--- config.mk ---
export PLATFORM = sky130hd
export DESIGN_NAME = vrf_bank_arbiter
export DESIGN_NICKNAME = d
export VERILOG_FILES = /design/src/vrf_pkg.sv /design/src/vrf_bank_arbiter.sv
export SDC_FILE = /design/constraint.sdc
export NUM_CORES = 1
export LEC_CHECK = 0
export ABC_AREA = 1
export BUFFER_PORTS_ARGS = -buffer_cell sky130_fd_sc_hd__clkbuf_2
export CAP_MARGIN = 20
export CORE_AREA = 3 3 172 174
export DETAILED_ROUTE_END_ITERATION = 16
export DIE_AREA = 0 0 175 177
export SLEW_MARGIN = 20
export SYNTH_ARGS = -nofsm -noshare
export SYNTH_HDL_FRONTEND = slang
export SYNTH_SLANG_ARGS = --single-unit
--- constraint.sdc ---
create_clock -name vclk -period 1.7
set_input_delay 0.34 -clock vclk [all_inputs]
set_output_delay 0.34 -clock vclk [all_outputs]
set_load 0.1 [all_outputs]
--- src/vrf_pkg.sv ---
package vrf_pkg;

  // Lane geometry
  localparam int unsigned NrBanks         = 4;
  localparam int unsigned NrOperandQueues = 4;

  // Element and byte-enable widths
  localparam int unsigned ElenWidth = 64;
  localparam int unsigned StrbWidth = 8;
  localparam int unsigned ByteWidth = ElenWidth / StrbWidth;

  // Words per bank and the address split
  localparam int unsigned BankWords    = 64;
  localparam int unsigned VaddrWidth   = 8;
  localparam int unsigned BankSelWidth = $clog2(NrBanks);
  localparam int unsigned RowWidth     = VaddrWidth - BankSelWidth;

  // One vector element
  typedef logic [ElenWidth-1:0] elen_t;

  // One enable bit per element byte
  typedef logic [StrbWidth-1:0] strb_t;

  // Full word address, low bits pick the bank
  typedef logic [VaddrWidth-1:0] vaddr_t;

  // Row inside one bank
  typedef logic [RowWidth-1:0] row_t;

  // Bank select field of an address
  typedef logic [BankSelWidth-1:0] bank_idx_t;

  // Operand queues, the enum value doubles as the queue index
  typedef enum logic [$clog2(NrOperandQueues)-1:0] {
    OPQ_A    = 2'd0,
    OPQ_B    = 2'd1,
    OPQ_C    = 2'd2,
    OPQ_MASK = 2'd3
  } opqueue_e;

  // Read request of one operand queue
  typedef struct packed {
    logic   req;
    vaddr_t addr;
  } opq_req_t;

  // Vector write port
  typedef struct packed {
    logic   req;
    vaddr_t addr;
    elen_t  wdata;
    strb_t  be;
  } wr_req_t;

  // One bank access, arbiter to register file
  typedef struct packed {
    logic     req;
    logic     wen;
    row_t     row;
    elen_t    wdata;
    strb_t    be;
    opqueue_e tgt;
  } bank_req_t;

endpackage : vrf_pkg

--- src/vrf_bank_arbiter.sv ---
`timescale 1ns/100ps

module vrf_bank_arbiter (
  // Read requesters, one per operand queue
  input  vrf_pkg::opq_req_t  [vrf_pkg::NrOperandQueues-1:0] opq_req_i,
  // Vector write port
  input  vrf_pkg::wr_req_t                                   wr_req_i,
  // Grant strobes, same cycle as the request
  output logic               [vrf_pkg::NrOperandQueues-1:0] opq_gnt_o,
  output logic                                               wr_gnt_o,
  // Per-bank access toward the register file
  output vrf_pkg::bank_req_t [vrf_pkg::NrBanks-1:0]         bank_req_o
);

  import vrf_pkg::*;

  // Decoded bank and row of every requester
  bank_idx_t [NrOperandQueues-1:0] opq_bank;
  row_t      [NrOperandQueues-1:0] opq_row;
  bank_idx_t                       wr_bank;
  row_t                            wr_row;

  // Word-interleaved split of the address
  always_comb begin : p_decode
    for (int unsigned q = 0; q < NrOperandQueues; q++) begin
      opq_bank[q] = opq_req_i[q].addr[BankSelWidth-1:0];
      opq_row[q]  = opq_req_i[q].addr[VaddrWidth-1:BankSelWidth];
    end
    wr_bank = wr_req_i.addr[BankSelWidth-1:0];
    wr_row  = wr_req_i.addr[VaddrWidth-1:BankSelWidth];
  end

  // The single write port always wins its bank
  assign wr_gnt_o = wr_req_i.req;

  // Per-bank selection
  // Write first, then the lowest queue index that maps here
  always_comb begin : p_arbiter
    opq_gnt_o = '0;
    for (int unsigned b = 0; b < NrBanks; b++) begin
      // Idle bank by default
      bank_req_o[b]     = '0;
      bank_req_o[b].tgt = OPQ_A;

      if (wr_req_i.req && (wr_bank == bank_idx_t'(b))) begin
        // Write access, target queue is a don't care
        bank_req_o[b].req   = 1'b1;
        bank_req_o[b].wen   = 1'b1;
        bank_req_o[b].row   = wr_row;
        bank_req_o[b].wdata = wr_req_i.wdata;
        bank_req_o[b].be    = wr_req_i.be;
      end else begin
        for (int unsigned q = 0; q < NrOperandQueues; q++) begin
          // First matching queue takes the bank
          if (!bank_req_o[b].req && opq_req_i[q].req &&
              (opq_bank[q] == bank_idx_t'(b))) begin
            bank_req_o[b].req = 1'b1;
            bank_req_o[b].row = opq_row[q];
            bank_req_o[b].tgt = opqueue_e'(q);
            opq_gnt_o[q]      = 1'b1;
          end
        end
      end
    end
  end

endmodule : vrf_bank_arbiter

=== After elaboration in Yosys (flattened, before gate mapping) ===
Cells that the tools add are included.

* Register bits after elaboration: 0
* Input bits: 117
* Output and inout port bits: 333
* Word-level logic and storage cells: 159

* Eq/ne operators: 15
* Mux-type cells: 95
* Reduce and logical (&&, ||, !) cells: 49

{| class="wikitable"
|+ Operators with widths
! kind !! count
|-
| two-way mux 72 bit || 4
|-
| two-way mux 6 bit || 20
|-
| two-way mux 1 bit || 55
|-
| logical AND 1 bit || 32
|-
| two-way mux 2 bit || 12
|-
| == test 2 bit (second input constant) || 10
|-
| two-way mux 4 bit || 4
|-
| zero test 1 bit || 12
|-
| == test 2 x 1 -> 1 bit (second input constant) || 5
|-
| zero test 2 bit || 5
|}

=== Longest topological paths before layout ===
Gate-level depths: netlist of the first run.

* Depth after elaboration: 25
* Mapped depth: 11
* Depth with buffers taken out: 9

=== Least setup slack after synthesis of the first run ===
OpenSTA, ideal clock, no wires.

* Kind: input to output
* Start: input port wr_req_i[72] in the netlist's numbering
* End: output port bank_req_o[165] in the netlist's numbering
* Data arrival time: 3.086 ns
* Required time: 1.360 ns
* Path slack: -1.726 ns
* Cell stages on the path: 4
* Path buffers: 0
* Cell sequence: inv_2 > nand3_1 > inv_2 > o21ai_0

{| class="wikitable"
|+ RTL lines
! item !! line !! text
|-
| start, declared || vrf_bank_arbiter.sv:7 || <nowiki>input vrf_pkg::wr_req_t wr_req_i,</nowiki>
|-
| end, declared || vrf_bank_arbiter.sv:12 || <nowiki>output vrf_pkg::bank_req_t [vrf_pkg::NrBanks-1:0] bank_req_o</nowiki>
|}

==> summary.txt, run 1 <==
via count: 7,497
FF/Latch Area: 0 sq um
commonest cells after routing, fill and taps aside: buf_12 (363), nor2_4 (293), clkbuf_2 (104), inv_1 (84), nand2_1 (80)
Detail Route met2 WL: 20,830 um
status: finished, violations left
Inst Count DP: 1,633
RSZ-0062 raised after global routing: true
Die X: 175 um
Post-Syn Instances: 744
Adder-Cell Fraction of Synth Area: 0%
# hold bufs at CTS: 0
Hold Fails Final Rpt: 0
# DRC: 0
sequential share of the synthesized area: 0%
Rows: 61
Area growth syn-to-layout: 432.0%
# clk buffers: 0
Synth Area in XOR/XNOR: 0%
routability-driven placement congestion ratio: 0.9236
io pins: 450
f_max: 520.5 MHz
CP max stage delay: 0.22 ns
filler cell count: 2,070
Pins Over Slew Limit: 0
multi-input logic area: 5537 sq um
Total Wirelength: 38,320 um
Final setup viols: 302
Post-Route Setup TNS: -30.70 ns
maximum VDD drop: 362.6 uV
Vias/cell: 4.405
WHS Path Cells: 4
area share of the leading cell type in the synthesized netlist: 41.68%
total power: 5.588 mW
hold_ws: 1.101 ns
iteration count of the initial detailed-routing pass: 5
share of cells above drive strength 1: 81.59%
crit path buf inv count: 6
Syn Area/Cell: 4.152 sq um
ratio of final minimum period to clock period: 113.0%
commonest non-fill, non-tap cell in the layout: buf_12
Distinct cells, synth: 24
GR Overflow Total: 0
DR WL/cell: 22.51 um
maxcap violations: 0
LEAKAGE: 6.833 nW
CP most frequent cell: buf_12
Placed Area: 13,130 sq um
pre-CTS WS: -0.3558 ns
Initial Util: 11.06%
Crit Path Max Fanout: 6
final instance area: 16,430 sq um
CORE AREA: 27,930 sq um
top layer in use: met5
post-synthesis simple-gate area fraction: 78.33%
CP arrival: 1.58 ns
Syn Std Cell Area: 3089 sq um
CP Capture Type: output pin
relative slew slack: 67.60%
first-pass GRT wire length: 50,340 um
hpwl dp: 26,210 um
Detail Route Antenna Nets: 0
Hold EP: bank_req_o[77]
Syn. warnings: 0
power per cell area: 340.0 nW/um^2
synthesized net count: 861
Post-Layout Cell Count: 1,702
sequential cell count: 0
setup ws final: -0.2212 ns
Worst setup SP type: input port
Iter 0 DRT Violations: 361
vias in the first global route: 7,664
min-delay src: wr_req_i[77]
Hold Path Class: input port to output pin
crit path time final: 1.921 ns
largest family of logic cells by synthesized area: simple AND/OR/NAND/NOR gates
Die Span Y: 177 um
gr usage total: 21.14%
DRT met1 WL: 13,360 um
largest area contributor in the netlist: nor2_1
mux contribution to synthesized area: 0%
DR WL met3: 2946 um
initial antenna violation count: 6
die area: 30,980 sq um
failing checks: setup timing
CP cell instances: clkbuf_16, clkinv_8, buf_6, nand3_4, buf_12, nand4_1, buf_4, nand2_4, buf_12
Slew @ Worst Pin: 0.4854 ns
critical path type: input port to output pin
Port Buffers: 450
Synth area leaders: nor2_1 (42%), nand2_1 (19%), inv_1 (12%)
compound-gate portion of the synthesized area: 1.418%
NumNets Final: 1,439
largest net degree at the start of global routing: 20
Critical Path RT: 1.36 ns
final core utilization: 58.83%
Slowest cell on crit path: buf_4
critical path's top delay family: buffers and inverters
[synth_stat cells (all sizes together)]
| master | number |
|---|---|
| buf | 22 |
| clkbuf | 20 |
| nand3b | 2 |
| inv | 107 |
| a22oi | 1 |
| nor2 | 348 |
| nand4 | 9 |
| o221ai | 1 |
| nand2 | 155 |
| nor3 | 1 |
| nand3 | 73 |
| o21ai | 2 |
| or2 | 1 |
| o2111ai | 2 |
[layer usage]
metal / vias to the layer above / track usage, %
met5: - / 0
met3: 90 / 4.805
met2: 419 / 40.43
met4: 4 / 4.854
met1: 3580 / 23.70
li1: 3404 / -
[report_power, final]
group	switching (mW)	leakage [nW]	internal [mW]	total [mW]
sequential	0	0	0	0
combinational	3.63	6.83	1.95	5.59
clock	0	0.0000254	0.000000318	0.000000318
[final cells by class]
| class | instances | area share, % |
|---|---|---|
| multi-input combinational | 597 | 33.69 |
| inverter | 107 | 3.038 |
| tap | 378 | 2.878 |
| antenna | 4 | 0.06091 |
| timing repair buffer | 616 | 60.33 |
[kinds of logic (layout without fill, tap and decap cells)]
family | count (synthesis) | after routing
and+or+nand+nor | 589 | 591
buffers and inverters | 149 | 723
AOI/OAI and AO/OA | 6 | 6
other | 0 | 4
[worst max path at each step]
stage                     slack (ns)          from               to  cells past startpoint
after global routing           -0.27  opq_req_i[1]  bank_req_o[157]                     11
final                          -0.22  wr_req_i[73]    bank_req_o[1]                      9
after floorplan                -0.78  wr_req_i[80]  bank_req_o[253]                      5
after detailed placement       -0.36  opq_req_i[0]  bank_req_o[324]                     11
after CTS                      -0.20  wr_req_i[73]  bank_req_o[131]                      9
after global placement         -0.34  opq_req_i[0]  bank_req_o[324]                     11
[worst min-delay path, stage by stage]
cell      delay, ns
clkbuf_2       0.11
nand2_1        0.08
nand2_2        0.07
buf_12         0.16
[what timing repair did]
item / in CTS / in global routing
cloned: 20 / 10
gates resized for setup: 356 / 236
buffers inserted: 19 / 21
setup endpoints to repair: 322 / 324
pin swaps: 83 / 117
(Power assumes the default switching activity.)
==> run 2: changes to the inputs <==
CELL_PAD_IN_SITES_DETAIL_PLACEMENT = 1   (was unset)
CELL_PAD_IN_SITES_GLOBAL_PLACEMENT = 1   (was unset)
CORE_AREA = 3 3 175 177   (was 3 3 172 174)
DIE_AREA = 0 0 178 180   (was 0 0 175 177)
PLACE_DENSITY_LB_ADDON = 0.1   (was unset)
==> run 2 against run 1 <==
Against the previous run:
- the flow still finishes with violations (setup timing)
- sequential share of layout area unchanged
- final cell count is 0.41% higher
- critical path depth decreased by 1
- worst hold slack improved by 0.024 ns
- worst setup slack improved by 0.0076 ns
- utilization is 3.1 points lower
- power fell by 0.15%
- final area shrank 0.28%
- combinational power hardly changed
- first-iteration DRC count fell by 50%
- critical endpoint is now opq_gnt_o[2]
- largest cell class unchanged
==> summary.txt, run 2 (synthesis gave the netlist of run 1 again) <==
status: finished, violations left (unchanged)
failing checks: setup timing (unchanged)
Slew @ Worst Pin: 0.4503 ns (was 0.4854 ns)
hpwl dp: 29,600 um (was 26,210 um)
Area growth syn-to-layout: 430.5% (was 432.0%)
Worst setup SP type: input port (unchanged)
Die X: 178 um (was 175 um)
CP max stage delay: 0.22 ns (about the same)
iteration count of the initial detailed-routing pass: 4 (was 5)
Hold Path Class: input port to output pin (unchanged)
FF/Latch Area: 0 sq um (unchanged)
maxcap violations: 0 (unchanged)
via count: 7,202 (was 7,497)
setup ws final: -0.2135 ns (was -0.2212 ns)
Final setup viols: 242 (was 302)
CORE AREA: 29,400 sq um (was 27,930 sq um)
# DRC: 0 (unchanged)
NumNets Final: 1,436 (was 1,439)
CP Capture Type: output pin (unchanged)
Crit Path Max Fanout: 7 (was 6)
Critical Path RT: 1.36 ns (about the same)
largest net degree at the start of global routing: 15 (was 20)
Detail Route Antenna Nets: 0 (unchanged)
share of cells above drive strength 1: 83.60% (was 81.59%)
Rows: 63 (was 61)
sequential cell count: 0 (unchanged)
die area: 32,040 sq um (was 30,980 sq um)
initial antenna violation count: 2 (was 6)
min-delay src: wr_req_i[74] (was wr_req_i[77])
ratio of final minimum period to clock period: 112.6% (was 113.0%)
RSZ-0062 raised after global routing: true (unchanged)
LEAKAGE: 6.770 nW (was 6.833 nW)
maximum VDD drop: 357.9 uV (was 362.6 uV)
Power Internal: 1.947 mW (was 1.954 mW)
CP cell instances: buf_8, nand2_4, buf_6, nor2_4, nand3_4, buf_4, o2111ai_4, buf_12 (was clkbuf_16, clkinv_8, buf_6, nand3_4, buf_12, nand4_1, buf_4, nand2_4, buf_12)
Iter 0 DRT Violations: 182 (was 361)
vias in the first global route: 7,617 (was 7,664)
CP arrival: 1.57 ns (was 1.58 ns)
# clk buffers: 0 (unchanged)
Pins Over Slew Limit: 0 (unchanged)
io pins: 450 (unchanged)
critical path type: input port to output pin (unchanged)
final core utilization: 55.73% (was 58.83%)
Die Span Y: 180 um (was 177 um)
f_max: 522.6 MHz (was 520.5 MHz)
routability-driven placement congestion ratio: 0.8610 (was 0.9236)
Combinational Power Share: 100.0% (about the same)
hold_ws: 1.125 ns (was 1.101 ns)
Vias/cell: 4.214 (was 4.405)
Flop pwr share: 0% (about the same)
gr usage total: 22.89% (was 21.14%)
Hold Fails Final Rpt: 0 (unchanged)
relative slew slack: 69.95% (was 67.60%)
Slowest cell on crit path: o2111ai_4 (was buf_4)
Port Buffers: 450 (unchanged)
first-pass GRT wire length: 54,950 um (was 50,340 um)
total power: 5.579 mW (was 5.588 mW)
CP Launch Point: opq_req_i[26] (was wr_req_i[73])
power per cell area: 340.5 nW/um^2 (was 340.0 nW/um^2)
crit path time final: 1.914 ns (was 1.921 ns)
Sw Pwr: 3.632 mW (was 3.634 mW)
WHS Path Cells: 4 (unchanged)
commonest cells after routing, fill and taps aside: buf_12 (371), nor2_4 (295), clkbuf_2 (104), inv_1 (84), nand2_1 (74) (was buf_12 (363), nor2_4 (293), clkbuf_2 (104), inv_1 (84), nand2_1 (80))
clock share of power: 0% (about the same)
DR WL/cell: 23.02 um (was 22.51 um)
Initial Util: 10.51% (was 11.06%)
filler cell count: 3,067 (was 2,070)
Total Wirelength: 39,350 um (was 38,320 um)
commonest non-fill, non-tap cell in the layout: buf_12 (unchanged)
GR Overflow Total: 0 (unchanged)
pre-CTS WS: -0.3450 ns (was -0.3558 ns)
Sw Ratio: 65.10% (was 65.03%)
[run 2: cell count changes in the layout (fill, tap and decap cells not counted), moves of 6 or more]
cell / before / now
nor2_1: 36 / 19
nor2_2: 19 / 34
buf_4: 43 / 55
buf_12: 363 / 371
clkbuf_16: 16 / 8
nand2_4: 20 / 27
nand2_1: 80 / 74
[run 2: final cells by class]
class / instances / area (sq um) / area share (%)
timing repair buffer: 614 / 9751 / 59.50
multi-input combinational: 596 / 5625 / 34.33
inverter: 107 / 518.0 / 3.161
tap: 390 / 488.0 / 2.978
antenna: 2 / 5.005 / 0.03054
[run 2: per-layer routing]
layer / part of all wire (%) / track usage [%] / vias to the layer above
li1: - / - / 3398
met1: 35 / 24.98 / 3549
met2: 57 / 45.19 / 229
met3: 6.3 / 4.922 / 26
met4: 1.7 / 3.236 / 0
met5: 0 / 0 / -
[run 2: path summary, 6_finish.rpt]
| path | endpoint |
|---|---|
| max | opq_gnt_o[2] |
| min | bank_req_o[74] |
[run 2: power groups by stage]
stage	Combinational, mW	Clock, mW	Sequential (mW)
2_1_floorplan	2.91	0	0
3_3_place_gp	4.80	0	0
3_5_place_dp	4.82	0	0
4_1_cts	5.43	0	0
5_1_grt	5.76	0.000000158	0
6_report	5.58	0.000000158	0
[run 2: per-stage QoR]
stage / TNS [ns] / area, sq um / instances
2_1_floorplan: -117.63 / 4682 / 744
3_3_place_gp: -46.97 / 13050 / 1634
3_5_place_dp: -49.65 / 13050 / 1634
4_1_cts: -28.93 / 15690 / 1691
5_1_grt: -36.37 / 16390 / 1709
6_report: -24.63 / 16390 / 1709
[run 2: timing repair]
| action | 4_1_cts | 5_1_grt |
|---|---|---|
| gates cloned | 21 | 2 |
| gates resized for setup | 436 | 180 |
| setup endpoints to repair | 316 | 320 |
| hold buffers | 0 | 0 |
| setup buffers | 37 | 22 |
| hold endpoints to repair | 0 | 0 |
| pin swaps | 97 | 91 |
[run 2: worst max-delay path, delay by kind of cell]
kind,cells,cell delay [ns]
buffers and inverters,4,0.61
AND/OR/NAND/NOR,3,0.40
AO/OA/AOI/OAI,1,0.22
